===== config.mk =====
export PLATFORM = sky130hd
export DESIGN_NAME = led_display_top
export DESIGN_NICKNAME = d
export VERILOG_FILES = /design/src/design/led_display_pkg.sv /design/src/design/clock_enable.sv /design/src/design/driver_config_regs.sv /design/src/design/driver_controller.sv /design/src/design/column_mux.sv /design/src/design/led_display_top.sv
export VERILOG_INCLUDE_DIRS = /design/src /design/src/include
export SDC_FILE = /design/constraint.sdc
export NUM_CORES = 1
export LEC_CHECK = 0
export BUFFER_PORTS_ARGS = -buffer_cell sky130_fd_sc_hd__buf_2
export CAP_MARGIN = 20
export CORE_MARGIN = 2
export CORE_UTILIZATION = 35
export CTS_BUF_LIST = sky130_fd_sc_hd__clkbuf_16
export DETAILED_ROUTE_END_ITERATION = 6
export GPL_TIMING_DRIVEN = 0
export PLACE_DENSITY = 0.65
export SLEW_MARGIN = 40
export SYNTH_ARGS = -nofsm -noshare
export SYNTH_HDL_FRONTEND = slang
export SYNTH_HIERARCHICAL = 1
export SYNTH_SLANG_ARGS = --single-unit

===== constraint.sdc =====
create_clock -name clk -period 3.55 [get_ports clk]
set_input_delay 0 -clock clk [delete_from_list [all_inputs] [get_ports clk]]
set_output_delay 0 -clock clk [all_outputs]
set_load 0.05 [all_outputs]

===== src/include/led_display_config.svh =====
`ifndef LED_DISPLAY_CONFIG_SVH
`define LED_DISPLAY_CONFIG_SVH

// parallel serial data lanes into the driver chain
`define LED_LANES 30

// shift clocks per grayscale frame
`define LED_GS_BITS 48

// shift clocks per configuration frame
`define LED_CONF_BITS 48

// columns on the board
`define LED_COLUMNS 8

// system clocks per enable strobe
`define LED_CLK_DIV 4

// enable ticks of blanking after each latch
`define LED_BLANK_TICKS 72

`endif


===== src/design/led_display_pkg.sv =====
`default_nettype none

`include "led_display_config.svh"

package led_display_pkg;

    // one bit per serial lane
    typedef logic [`LED_LANES-1:0] lane_data_t;

    // driver configuration word
    typedef logic [`LED_CONF_BITS-1:0] conf_word_t;

    // shift position inside a frame
    typedef logic [5:0] bit_index_t;

    // one-hot column select
    typedef logic [`LED_COLUMNS-1:0] column_sel_t;

    // register interface
    typedef logic [1:0] reg_addr_t;
    typedef logic [15:0] reg_data_t;

    // controller sequence
    typedef enum logic [2:0] {
        IDLE,
        CONF_LOW,
        CONF_HIGH,
        GS_LOW,
        GS_HIGH,
        LATCH,
        BLANK
    } ctrl_state_t;

    // register block view handed to the controller
    typedef struct packed {
        conf_word_t conf;
        logic conf_pending;
        logic driver_enable;
        logic mux_enable;
    } display_cfg_t;

endpackage

`default_nettype wire


===== src/design/clock_enable.sv =====
`timescale 1ns/1ps
`default_nettype none

`include "led_display_config.svh"

module clock_enable (
    input  wire  clk,
    input  wire  nrst,
    output logic tick
);

    localparam int unsigned DIV_W = $clog2(`LED_CLK_DIV);

    logic [DIV_W-1:0] div_cnt;

    // free running divider, tick on the wrap
    always_ff @(posedge clk or negedge nrst) begin
        if (!nrst) begin
            div_cnt <= '0;
            tick <= 1'b0;
        end else begin
            if (div_cnt == DIV_W'(`LED_CLK_DIV - 1)) begin
                div_cnt <= '0;
            end else begin
                div_cnt <= div_cnt + 1'b1;
            end
            tick <= (div_cnt == DIV_W'(`LED_CLK_DIV - 1));
        end
    end

    // everything downstream assumes ticks are separated
    a_tick_single : assert property (@(posedge clk) disable iff (!nrst) tick |=> !tick)
        else $error("clock_enable: tick high on consecutive cycles");

endmodule

`default_nettype wire


===== src/design/driver_config_regs.sv =====
`timescale 1ns/1ps
`default_nettype none

module driver_config_regs (
    input  wire                         clk,
    input  wire                         nrst,
    input  wire                         cfg_write,
    input  led_display_pkg::reg_addr_t  cfg_addr,
    input  led_display_pkg::reg_data_t  cfg_wdata,
    input  wire                         conf_taken,
    output led_display_pkg::display_cfg_t display_cfg
);

    // conf word split over three registers, high part at address 0
    led_display_pkg::reg_data_t conf_high;
    led_display_pkg::reg_data_t conf_mid;
    led_display_pkg::reg_data_t conf_low;

    logic conf_pending;
    logic driver_enable;
    logic mux_enable;

    always_ff @(posedge clk) begin
        if (cfg_write) begin
            case (cfg_addr)
                2'd0: conf_high <= cfg_wdata;
                2'd1: conf_mid <= cfg_wdata;
                2'd2: conf_low <= cfg_wdata;
                default: ;
            endcase
        end
    end

    always_ff @(posedge clk or negedge nrst) begin
        if (!nrst) begin
            driver_enable <= 1'b0;
            mux_enable <= 1'b0;
        end else if (cfg_write && cfg_addr == 2'd3) begin
            driver_enable <= cfg_wdata[0];
            mux_enable <= cfg_wdata[1];
        end
    end

    // a write to the low word arms a new config frame
    // and wins over a clear in the same cycle
    always_ff @(posedge clk or negedge nrst) begin
        if (!nrst) begin
            conf_pending <= 1'b0;
        end else if (cfg_write && cfg_addr == 2'd2) begin
            conf_pending <= 1'b1;
        end else if (conf_taken) begin
            conf_pending <= 1'b0;
        end
    end

    always_comb begin
        display_cfg.conf = {conf_high, conf_mid, conf_low};
        display_cfg.conf_pending = conf_pending;
        display_cfg.driver_enable = driver_enable;
        display_cfg.mux_enable = mux_enable;
    end

endmodule

`default_nettype wire


===== src/design/driver_controller.sv =====
`timescale 1ns/1ps
`default_nettype none

`include "led_display_config.svh"

module driver_controller (
    input  wire                           clk,
    input  wire                           nrst,
    input  wire                           tick,
    input  led_display_pkg::display_cfg_t display_cfg,
    input  led_display_pkg::lane_data_t   framebuffer_data,
    output led_display_pkg::bit_index_t   bit_index,
    output led_display_pkg::lane_data_t   drivers_sin,
    output logic                          sclk,
    output logic                          lat,
    output logic                          gclk,
    output logic                          driver_ready,
    output logic                          conf_taken,
    output logic                          column_done
);

    localparam int unsigned BLANK_W = $clog2(`LED_BLANK_TICKS);

    led_display_pkg::ctrl_state_t state;
    led_display_pkg::bit_index_t bit_cnt;
    led_display_pkg::conf_word_t conf_shift;
    logic conf_frame;
    logic [BLANK_W-1:0] blank_cnt;

    assign bit_index = bit_cnt;
    assign driver_ready = (state == led_display_pkg::IDLE);

    // config word is captured at frame start, then sent MSB first
    always_ff @(posedge clk) begin
        if (tick) begin
            if (state == led_display_pkg::IDLE) begin
                conf_shift <= display_cfg.conf;
            end else if (state == led_display_pkg::CONF_HIGH) begin
                conf_shift <= conf_shift << 1;
            end
        end
    end

    always_ff @(posedge clk or negedge nrst) begin
        if (!nrst) begin
            state <= led_display_pkg::IDLE;
            bit_cnt <= '0;
            conf_frame <= 1'b0;
            blank_cnt <= '0;
            sclk <= 1'b0;
            lat <= 1'b0;
            gclk <= 1'b0;
            drivers_sin <= '0;
            conf_taken <= 1'b0;
            column_done <= 1'b0;
        end else begin
            conf_taken <= 1'b0;
            column_done <= 1'b0;
            if (tick) begin
                // grayscale clock runs whenever the drivers are on
                if (display_cfg.driver_enable) begin
                    gclk <= ~gclk;
                end
                case (state)
                    led_display_pkg::IDLE: begin
                        if (display_cfg.driver_enable) begin
                            bit_cnt <= '0;
                            if (display_cfg.conf_pending) begin
                                conf_frame <= 1'b1;
                                conf_taken <= 1'b1;
                                state <= led_display_pkg::CONF_LOW;
                            end else begin
                                conf_frame <= 1'b0;
                                state <= led_display_pkg::GS_LOW;
                            end
                        end
                    end
                    // data changes while sclk falls
                    led_display_pkg::CONF_LOW: begin
                        sclk <= 1'b0;
                        drivers_sin <= {`LED_LANES{conf_shift[`LED_CONF_BITS-1]}};
                        state <= led_display_pkg::CONF_HIGH;
                    end
                    led_display_pkg::GS_LOW: begin
                        sclk <= 1'b0;
                        drivers_sin <= framebuffer_data;
                        state <= led_display_pkg::GS_HIGH;
                    end
                    // receiver samples on this rising edge
                    led_display_pkg::CONF_HIGH: begin
                        sclk <= 1'b1;
                        if (bit_cnt == 6'(`LED_CONF_BITS - 1)) begin
                            state <= led_display_pkg::LATCH;
                        end else begin
                            bit_cnt <= bit_cnt + 1'b1;
                            state <= led_display_pkg::CONF_LOW;
                        end
                    end
                    led_display_pkg::GS_HIGH: begin
                        sclk <= 1'b1;
                        if (bit_cnt == 6'(`LED_GS_BITS - 1)) begin
                            state <= led_display_pkg::LATCH;
                        end else begin
                            bit_cnt <= bit_cnt + 1'b1;
                            state <= led_display_pkg::GS_LOW;
                        end
                    end
                    // lat rises as sclk drops, held for one tick period
                    led_display_pkg::LATCH: begin
                        if (!lat) begin
                            sclk <= 1'b0;
                            lat <= 1'b1;
                        end else begin
                            lat <= 1'b0;
                            bit_cnt <= '0;
                            blank_cnt <= '0;
                            if (conf_frame) begin
                                conf_frame <= 1'b0;
                                state <= led_display_pkg::GS_LOW;
                            end else begin
                                state <= led_display_pkg::BLANK;
                            end
                        end
                    end
                    led_display_pkg::BLANK: begin
                        if (blank_cnt == BLANK_W'(`LED_BLANK_TICKS - 1)) begin
                            column_done <= 1'b1;
                            state <= led_display_pkg::IDLE;
                        end else begin
                            blank_cnt <= blank_cnt + 1'b1;
                        end
                    end
                    default: state <= led_display_pkg::IDLE;
                endcase
            end
        end
    end

    a_sclk_lat_excl : assert property (@(posedge clk) disable iff (!nrst) !(sclk && lat))
        else $error("driver_controller: sclk and lat high together");

    // lat spans exactly one tick period
    a_lat_width : assert property (@(posedge clk) disable iff (!nrst)
        $rose(lat) |-> lat [*`LED_CLK_DIV] ##1 !lat)
        else $error("driver_controller: lat width is not one tick period");

    a_done_pulse : assert property (@(posedge clk) disable iff (!nrst)
        column_done |=> !column_done)
        else $error("driver_controller: column_done longer than one cycle");

endmodule

`default_nettype wire


===== src/design/column_mux.sv =====
`timescale 1ns/1ps
`default_nettype none

`include "led_display_config.svh"

module column_mux (
    input  wire                          clk,
    input  wire                          nrst,
    input  wire                          column_done,
    input  wire                          mux_enable,
    output led_display_pkg::column_sel_t mux_out
);

    led_display_pkg::column_sel_t column_sel;

    // rotate left, top column wraps to column 0
    always_ff @(posedge clk or negedge nrst) begin
        if (!nrst) begin
            column_sel <= led_display_pkg::column_sel_t'(1);
        end else if (column_done) begin
            column_sel <= {column_sel[`LED_COLUMNS-2:0], column_sel[`LED_COLUMNS-1]};
        end
    end

    // rows stay dark while disabled, rotation keeps going
    assign mux_out = mux_enable ? column_sel : '0;

    a_sel_onehot : assert property (@(posedge clk) disable iff (!nrst) $onehot(column_sel))
        else $error("column_mux: column select not one-hot");

endmodule

`default_nettype wire


===== src/design/led_display_top.sv =====
`timescale 1ns/1ps
`default_nettype none

module led_display_top (
    input  wire                          clk,
    input  wire                          nrst,
    input  wire                          cfg_write,
    input  led_display_pkg::reg_addr_t   cfg_addr,
    input  led_display_pkg::reg_data_t   cfg_wdata,
    input  led_display_pkg::lane_data_t  framebuffer_data,
    output led_display_pkg::bit_index_t  bit_index,
    output led_display_pkg::lane_data_t  drivers_sin,
    output logic                         sclk,
    output logic                         lat,
    output logic                         gclk,
    output logic                         driver_ready,
    output logic                         column_done,
    output led_display_pkg::column_sel_t mux_out
);

    logic tick;
    logic conf_taken;
    led_display_pkg::display_cfg_t display_cfg;

    clock_enable u_clock_enable (
        .clk  (clk),
        .nrst (nrst),
        .tick (tick)
    );

    driver_config_regs u_driver_config_regs (
        .clk         (clk),
        .nrst        (nrst),
        .cfg_write   (cfg_write),
        .cfg_addr    (cfg_addr),
        .cfg_wdata   (cfg_wdata),
        .conf_taken  (conf_taken),
        .display_cfg (display_cfg)
    );

    driver_controller u_driver_controller (
        .clk              (clk),
        .nrst             (nrst),
        .tick             (tick),
        .display_cfg      (display_cfg),
        .framebuffer_data (framebuffer_data),
        .bit_index        (bit_index),
        .drivers_sin      (drivers_sin),
        .sclk             (sclk),
        .lat              (lat),
        .gclk             (gclk),
        .driver_ready     (driver_ready),
        .conf_taken       (conf_taken),
        .column_done      (column_done)
    );

    // column select follows the end of each blanking period
    column_mux u_column_mux (
        .clk         (clk),
        .nrst        (nrst),
        .column_done (column_done),
        .mux_enable  (display_cfg.mux_enable),
        .mux_out     (mux_out)
    );

endmodule

`default_nettype wire


# After elaboration in Yosys (flattened, before gate mapping)
# Cells that the tools add are included.
# totals
regBits,162
latchBits,0
mem_bits_rw,0
rom_bits,0
inputBits,51
output_inout_bits,49
word_cells,102
memories,0
# classes
add_sub_neg,3
n_mul,0
div,0
n_lt_le_gt_ge,0
n_eq_ne,18
n_shift,0
n_mux,35
bitwise,1
n_reduce_logical,25
# ops
cell,count
48-bit 2-to-1 mux,2
30-bit one-hot mux with 2 select lines,1
3-bit one-hot mux with 7 select lines,1
3-bit 2-to-1 mux,6
6-bit 2-to-1 mux,3
6-bit one-hot mux with 3 select lines,1
7-bit 2-to-1 mux,2
7-bit one-hot mux with 2 select lines,1
2-bit AND reduction,7
1-bit 2-to-1 mux,13
4-bit AND reduction,3
2-bit nonzero test,5
"3-bit == test, second input constant",3
8-bit 2-to-1 mux,1
"7-bit by 1-bit adder with 7-bit output, second input constant",1
"7-bit == test, second input constant",1
"6-bit by 1-bit adder with 6-bit output, second input constant",1
"2-bit == test, second input constant",3
"3-bit by 2-bit == test with 1-bit output, second input constant",2
"6-bit == test, second input constant",1
"2-bit by 1-bit inequality test with 1-bit output, second input constant",3
"2-bit inequality test, second input constant",3
3-bit nonzero test,2
5-bit AND reduction,1
other kinds (12),15

# Logic depth before layout (Yosys ltp)
# Gate-level depths: netlist of run 1.
# depth
ltp_word,4
ltp_mapped,7

# By module
# Netlist of run 1, hierarchy kept.
# by_module_without_submodules
mod,instances,cells_per_inst,area_per_inst_um2,seq_area_each_um2
driver_controller,1,373,4504.3,2742.6
driver_config_regs,1,63,1607.8,1516.5
column_mux,1,25,382.9,201.4
clock_enable,1,5,91.3,75.1

# Least setup slack after synthesis of run 1
# No wires, ideal clock.
# synth_path
path_kind,register -> register
from,register u_driver_controller.state[0]
to,register u_driver_controller.conf_shift[0] (enable)
setup_time_ps,454
t_arrival_ps,2758
t_required_ps,3096
slack_ps,338
path_stages_with_launch,4
period_less_slack_ps,3212
cell_sequence,dfrtp_1 > buf_2 > clkbuf_1 > nor2_1
# synth_between
elab_chain_cells,3
word_cells_on_any_way,4
classes_between,eq/ne (1); reduce/logical (3)
# synth_rtl
item,line,rtl
from (decl),driver_controller.sv:24,led_display_pkg::ctrl_state_t state;
from (signal assigned),driver_controller.sv:46,state <= led_display_pkg::IDLE;
from (signal assigned),driver_controller.sv:71,state <= led_display_pkg::CONF_LOW;
from (signal assigned),driver_controller.sv:74,state <= led_display_pkg::GS_LOW;
3-bit by 2-bit == test with 1-bit output / 3-bit logical NOT (equally long branches),"driver_controller.sv:38, driver_controller.sv:36",
2-bit nonzero test (no line) *,-,
2-bit AND reduction (no line) *,-,
to (signal assigned),driver_controller.sv:37,conf_shift <= display_cfg.conf;
to (signal assigned),driver_controller.sv:39,conf_shift <= conf_shift << 1;
to (decl),driver_controller.sv:26,led_display_pkg::conf_word_t conf_shift;
# Mark *: on every way between the ends. The rest lies on a longest branch, timed or not.
# A chain may end at the register's enable or synchronous reset.

# Worst setup path in the final report of run 1
# layout_path
from,register u_driver_controller.state[0]
to,"register u_driver_controller.conf_shift[34], data pin"
# layout_between
elab_chain_cells,2
# layout_rtl
item,line,rtl
3-bit logical NOT,driver_controller.sv:36,if (state == led_display_pkg::IDLE) begin
48-bit 2-to-1 mux,driver_controller.sv:36,
# Every way passes these cells.

==> metrics.yaml, run 1 <==
drtAntennaViolNets: 0
sequentialPowerShare: 0.414
critical_path.max_stage_delay_ns: 0.47
start_util: 0.354
dr.first_iter.drc_count: 266
clock_skew_ns: 0.00522
fin_crit_sh: 0.662
path_common_cell: "buf_2"
globalRouteOverflowTotal: 0
place_congestion: 0.818
fillers: 1628
cp_max_fo: 10
hold-worst-slack_ns: 0.0324
drc_errors: 0
grt_max_degree: 38
power_mw: 6.71
max_freq_mhz: 425
hold_viol: 0
switching_share: 0.360
leakage_nw: 3.39
ir_drop_mv: 0.466
outcome: "completed"
synthesis.nets: 520
cap_violations: 0
hold_class: "primary input to flip-flop"
cts_tree: "yes"
yosysWarningCount: 6
synth_edf_count: 96
cp.depth: 5
reg2reg_to: "u_driver_controller/conf_shift[34]$_DFFE_PP_"
netlist_area_um2: 6590
clockPowerShare: 0.256
critical_path_arrival_ns: 2.52
cts_setup_buffers: 0
slew_headroom: 0.522
die-width_um: 141
drive_gt1_frac: 0.335
port_buffers: 99
die-height_um: 141
grt_pass1_wl_um: 22200
ff2ff_path_depth: 5
wl_per_cell_um: 15.7
internal_power_mw: 4.30
clock-sinks: 162
yosysSeqAreaShare: 0.689
ff2ff_setup_slack_ns: 1.20
grt_pass1_vias: 4431
num_antenna_cells: 0
cts_root_buffer: "clkbuf_16"
cts_buffer_depth: 2
critical_path_required_ns: 3.72
netSwitchingPower_mw: 2.41
report.final.slew_viol_count: 0
syn_inst: 466
vias_per_cell: 4.84
synth-async-reset-ratio: 0.407
num_rows: 50
cts_inserted_buffers: 17
cp-end-kind: "flip-flop"
worstMarginPinSlew_ns: 0.706
nets: 692
vias: 4286
r2r-start: "u_driver_controller/state[0]$_DFFE_PN0P_"
antenna_found_initial: 0
die-area_um2: 19900
hpwl_um: 9310
insertion_delay_ns: 0.42
power-per-cell-area_nw_per_um2: 788
critPathLaunch: "u_driver_controller/state[0]$_DFFE_PN0P_"
path_clk_slew_ns: 0.07
syn_avg_cell_area_um2: 14.1
syn2layout_area_growth_pct: 29.4
track_usage: 0.143
coreArea_um2: 18600
crit_path_cell_trace: "buf_2, nor3_1, buf_2, buf_2, mux2_2"
endpoint: "u_driver_controller/conf_shift[34]$_DFFE_PP_"
cp_slowest_cell: "nor3_1"
ys_seq_elements: 162
num_io_pins: 100
synth_ff_type: "edfxtp_1"
routed_wirelength_um: 13900
htree_levels: 4
min_period_ns: 2.35
path_buf_inv: 3
synth_cell_types: 52
worstSetupStartpointType: "flip-flop"
grt_setup_unrepaired: "false"
cp_top_family: "buffers and inverters"
dr.pass1.iters: 4
setup_viol: 0
pwr-share-comb: 0.331
critical_path_class: "flip-flop to flip-flop"
[timing repair]
action | in CTS | in global routing
hold buffers | 49 | 0
endpoints found under the hold margin | 150 | 0
gates resized for setup | 0 | 0
[stage by stage]
step | setup WS, ns | utilization | cells | instance area [um^2] | TNS [ns]
after floorplan | 0.338 | - | 466 | 6590 | 0
after global placement | -0.759 | 0.397 | 799 | 7370 | -36.37
after detailed placement | 1.21 | 0.402 | 804 | 7470 | 0
after CTS | 1.17 | 0.459 | 885 | 8520 | 0
after global routing | 1.02 | 0.459 | 885 | 8520 | 0
final | 1.20 | 0.459 | 885 | 8520 | 0
[synth_stat cells (2+ instances only)]
cell,instances,area (um^2)
edfxtp_1,96,2880
dfrtp_1,65,1630
mux2_2,48,541
a21oi_1,39,195
nand2_1,39,146
nor2_1,35,131
clkbuf_1,13,48.8
and2_1,11,68.8
and3_1,9,56.3
buf_2,8,40.0
mux2_4,8,120
o21ai_0,8,40.0
nand3_1,7,35.0
buf_4,5,37.5
o31ai_1,5,37.5
a21o_1,4,30.0
inv_1,4,15.0
nand2b_1,4,25.0
nor3_1,4,20.0
o2bb2ai_1,4,35.0
xnor2_1,4,35.0
a31oi_1,3,18.8
ha_1,3,37.5
mux2i_1,3,30.0
nor2b_1,3,18.8
o41ai_1,3,26.3
or2_2,3,18.8
buf_6,2,22.5
mux2_1,2,22.5
nor3b_1,2,15.0
[worst register-to-register path, stage by stage (launching register included)]
cell     delay [ns]
dfrtp_1        0.39
buf_2          0.18
nor3_1         0.47
buf_2          0.38
buf_2          0.31
mux2_2         0.38
[cell families after synthesis]
logic type,Yosys count,synth area share
AO/OA/AOI/OAI,74,0.0688
AND/OR/NAND/NOR,128,0.0965
adder cells (fa/ha/maj),3,0.00570
multiplexers,61,0.108
flip-flops,162,0.689
buffers and inverters,33,0.0255
XOR/XNOR,5,0.00665
[power groups by stage]
stage	sequential (mW)	combinational, mW	clock [mW]
4_1_cts	2.78	2.22	1.77
3_3_place_gp	2.80	2.11	0
2_1_floorplan	3.47	0.944	0
5_1_grt	2.84	2.37	1.85
6_report	2.78	2.22	1.72
3_5_place_dp	2.81	2.17	0
[final cells by class]
type / instances / area, um^2 / share of cell area
clock buffers: 17 / 425 / 0.0499
well taps: 234 / 293 / 0.0344
inverters: 5 / 18.8 / 0.00220
multi-input cells: 271 / 1900 / 0.223
flip-flops and latches: 162 / 4540 / 0.532
repair buffers: 153 / 1060 / 0.125
clock inverters: 15 / 134 / 0.0157
plain buffers: 28 / 149 / 0.0175
[layer usage]
layer / track usage / vias up / wire length (um)
li1: - / 2050 / -
met1: 0.175 / 2124 / 6130
met2: 0.244 / 95 / 7070
met3: 0.0350 / 17 / 480
met4: 0.0568 / 0 / 186
met5: 0 / - / 0
[flip-flops by register name (all words and copies together) (netlist names), 6 cells and up]
name and count:
u_column_mux/column_sel 8, u_driver_config_regs/conf_high 16, u_driver_config_regs/conf_low 16, u_driver_config_regs/conf_mid 16, u_driver_controller/bit_index 6, u_driver_controller/blank_cnt 7
u_driver_controller/conf_shift 48, u_driver_controller/drivers_sin 30
[worst min-delay path by stage]
| stage | startpoint | depth (start not counted) | end |
|---|---|---|---|
| 2_1_floorplan | nrst | 0 | u_clock_enable/div_cnt[0]$_DFF_PN0_ |
| 3_3_place_gp | cfg_wdata[2] | 1 | u_driver_config_regs/conf_low[2]$_DFFE_PP_ |
| 3_5_place_dp | nrst | 1 | u_driver_controller/blank_cnt[5]$_DFFE_PN0P_ |
| 4_1_cts | cfg_addr[1] | 2 | u_driver_config_regs/conf_high[1]$_DFFE_PP_ |
| 5_1_grt | cfg_addr[1] | 2 | u_driver_config_regs/conf_high[1]$_DFFE_PP_ |
| 6_report | cfg_addr[1] | 2 | u_driver_config_regs/conf_high[1]$_DFFE_PP_ |
[layout by cell type, fill, tap and decap left out, drive strengths merged, types with 4 or more instances in the layout]
cell,n
buf,119
edfxtp,96
dfrtp,65
mux2,58
dlygate4sd3,49
nand2,39
a21oi,39
nor2,35
clkbuf,30
and2,11
inv,11
and3,9
o21ai,9
nand3,8
o31ai,5
clkinvlp,4
a21o,4
nor3,4
nand2b,4
xnor2,4
o2bb2ai,4
clkinv,4
No activity file was read; power rests on OpenSTA's default activity.
==> run 2, diff against run 1 <==
Settings changed: ABC_AREA set to 1.
Clock period 3.55 ns to 2.4 ns, I/O delays scaled along.
==> metrics.yaml, run 2 <==
num_antenna_cells: 0
dr.pass1.iters: 7
cp-end-kind: "flip-flop"
die-height_um: 143
synth-async-reset-ratio: 0.407
globalRouteOverflowTotal: 0
netlist_area_um2: 6750
cts_root_buffer: "clkbuf_16"
design_area_um2: 8870
synth_commonest_cells: "294 x nand2_1, 96 x edfxtp_1, 65 x dfrtp_1"
drive_gt1_frac: 0.218
start_util: 0.358
drc_errors: 0
synth_ff_type: "edfxtp_1"
num_rows: 50
syn2layout_area_growth_pct: 31.5
place_inst: 1030
hold_class: "primary input to async pin"
leakage_nw: 4.08
insertion_delay_ns: 0.42
vias: 4884
outcome: "completed"
slew_headroom: 0.494
synthXorXnorAreaFrac: 0.00390
largest-register: "u_driver_controller/conf_shift"
hold_viol: 0
worstSetupStartpointType: "flip-flop"
synthAdderAreaFrac: 0.00556
dpl_cell_area_um2: 7710
synth_area_leader_cell: "edfxtp_1"
ir_drop_mv: 0.937
synthSimpleGateAreaFrac: 0.210
postCtsResizedCells: 0
path_clk_slew_ns: 0.06
die-area_um2: 20400
worstMarginPinSlew_ns: 0.759
hold-worst-slack_ns: 0.0973
synth_mux_area_frac: 0
r2r-start: "u_driver_controller/state[0]$_DFFE_PN0P_"
hpwl_um: 9390
die-width_um: 143
synth_edf_count: 96
synth_area_leaders: "edfxtp_1 43%, dfrtp_1 24%, nand2_1 16%"
clock-sinks: 162
wl_per_cell_um: 12.8
fin_crit_sh: 0.817
layout.cells.non_filler: 1117
grt_setup_unrepaired: "false"
layout_common_cells: "294 x nand2_1, 115 x buf_2, 96 x edfxtp_1"
grt_max_degree: 46
synth_cell_types: 30
yosysSeqAreaShare: 0.672
num_io_pins: 100
ff2ff_path_depth: 6
ys_seq_elements: 162
critical_path_class: "flip-flop to flip-flop"
routed_wirelength_um: 14300
synth_top_area_share: 0.427
largest_register_ffs: 48
synth_top_family_by_area: "simple AND/OR/NAND/NOR gates"
synth.most_common_cell: "nand2_1"
dr.first_iter.drc_count: 340
reg_top3: "u_driver_controller/conf_shift: 48 flops, u_driver_controller/drivers_sin: 30 flops"
cts_buffer_depth: 2
clock_skew_ns: 0.00691
power-per-cell-area_nw_per_um2: 1190
cap_violations: 0
vias_per_cell: 4.37
drtAntennaViolNets: 0
min_period_ns: 1.96
max_freq_mhz: 510
critical_path_required_ns: 2.53
fillers: 1711
track_usage: 0.147
grt_pass1_vias: 4816
antenna_found_initial: 0
nets: 898
yosysWarningCount: 6
report.final.slew_viol_count: 0
power_mw: 10.5
synthesis.nets: 715
cts_inserted_buffers: 17
ff2ff_setup_slack_ns: 0.44
syn_avg_cell_area_um2: 10.2
reg2reg_to: "u_driver_controller/conf_shift[8]$_DFFE_PP_"
synth_compound_area_frac: 0.0458
cts_tree: "yes"
place_congestion: 0.771
syn_inst: 661
setup_viol: 0
cp_max_fo: 12
final_common_cell: "nand2_1"
critical_path_arrival_ns: 2.10
coreArea_um2: 18800
htree_levels: 4
grt_pass1_wl_um: 23400
port_buffers: 99
post-route-util: 0.471
run 2: metrics by stage:
| step | setup WS, ns | TNS [ns] |
|---|---|---|
| after floorplan | 0.235 | 0 |
| after global placement | -0.352 | -19.73 |
| after detailed placement | 0.429 | 0 |
| after CTS | 0.426 | 0 |
| after global routing | 0.332 | 0 |
| final | 0.438 | 0 |
run 2: repair_timing:
item                       in CTS  in global routing
setup endpoints to repair       0                  0
buffers inserted                0                  0
hold buffers                   55                  0
hold endpoints to repair      153                  0
run 2: cell type report:
class,instances,area [um^2],area share
sequential,162,4540,0.511
multi-input combinational,402,1810,0.204
timing repair buffer,164,1160,0.131
clock buffer,17,425,0.0480
tap,260,325,0.0367
inverter,71,267,0.0301
clock inverter,15,191,0.0216
buffer,26,156,0.0176
run 2: critical path, stage by stage (launching register included):
cell and delay (ns):
dfrtp_1 0.38, buf_4 0.19, nor3_4 0.41, buf_6 0.20, buf_6 0.17, buf_8 0.17
buf_6 0.15
run 2: logic make-up (layout without fill, tap and decap cells):
logic type / after synthesis / in the layout
adders and majority gates: 3 / 3
DFF: 162 / 162
AOI/OAI and AO/OA: 45 / 45
buffers and inverters: 97 / 293
xor gates and xnor gates: 3 / 3
and+or+nand+nor: 351 / 351
run 2: worst max-delay path by stage:
stage / start / end
finish: u_driver_controller/state[0]$_DFFE_PN0P_ / u_driver_controller/conf_shift[8]$_DFFE_PP_
floorplan: u_driver_controller/state[0]$_DFFE_PN0P_ / u_driver_controller/conf_shift[0]$_SDFFCE_PP0P_
detailed placement: u_driver_controller/state[0]$_DFFE_PN0P_ / u_driver_controller/conf_shift[20]$_DFFE_PP_
global placement: u_driver_controller/state[0]$_DFFE_PN0P_ / u_driver_controller/conf_shift[20]$_DFFE_PP_
CTS: u_driver_controller/state[0]$_DFFE_PN0P_ / u_driver_controller/conf_shift[20]$_DFFE_PP_
global route: u_clock_enable/tick$_DFF_PN0_ / u_driver_controller/conf_shift[26]$_DFFE_PP_
run 2: power by group:
part / leakage, nW / switching (mW) / internal (mW)
clock: 0.304 / 1.09 / 1.73
sequential: 1.70 / 0.339 / 3.95
combinational: 2.08 / 2.44 / 0.971
run 2: metal layers:
layer | share of wire | track usage | routed length [um] | vias to the layer above
met5 | 0 | 0 | 0 | -
met2 | 0.49 | 0.248 | 7020 | 117
met1 | 0.45 | 0.186 | 6450 | 2262
met4 | 0.0059 | 0.0344 | 84 | 0
li1 | - | - | - | 2496
met3 | 0.049 | 0.0436 | 702 | 9
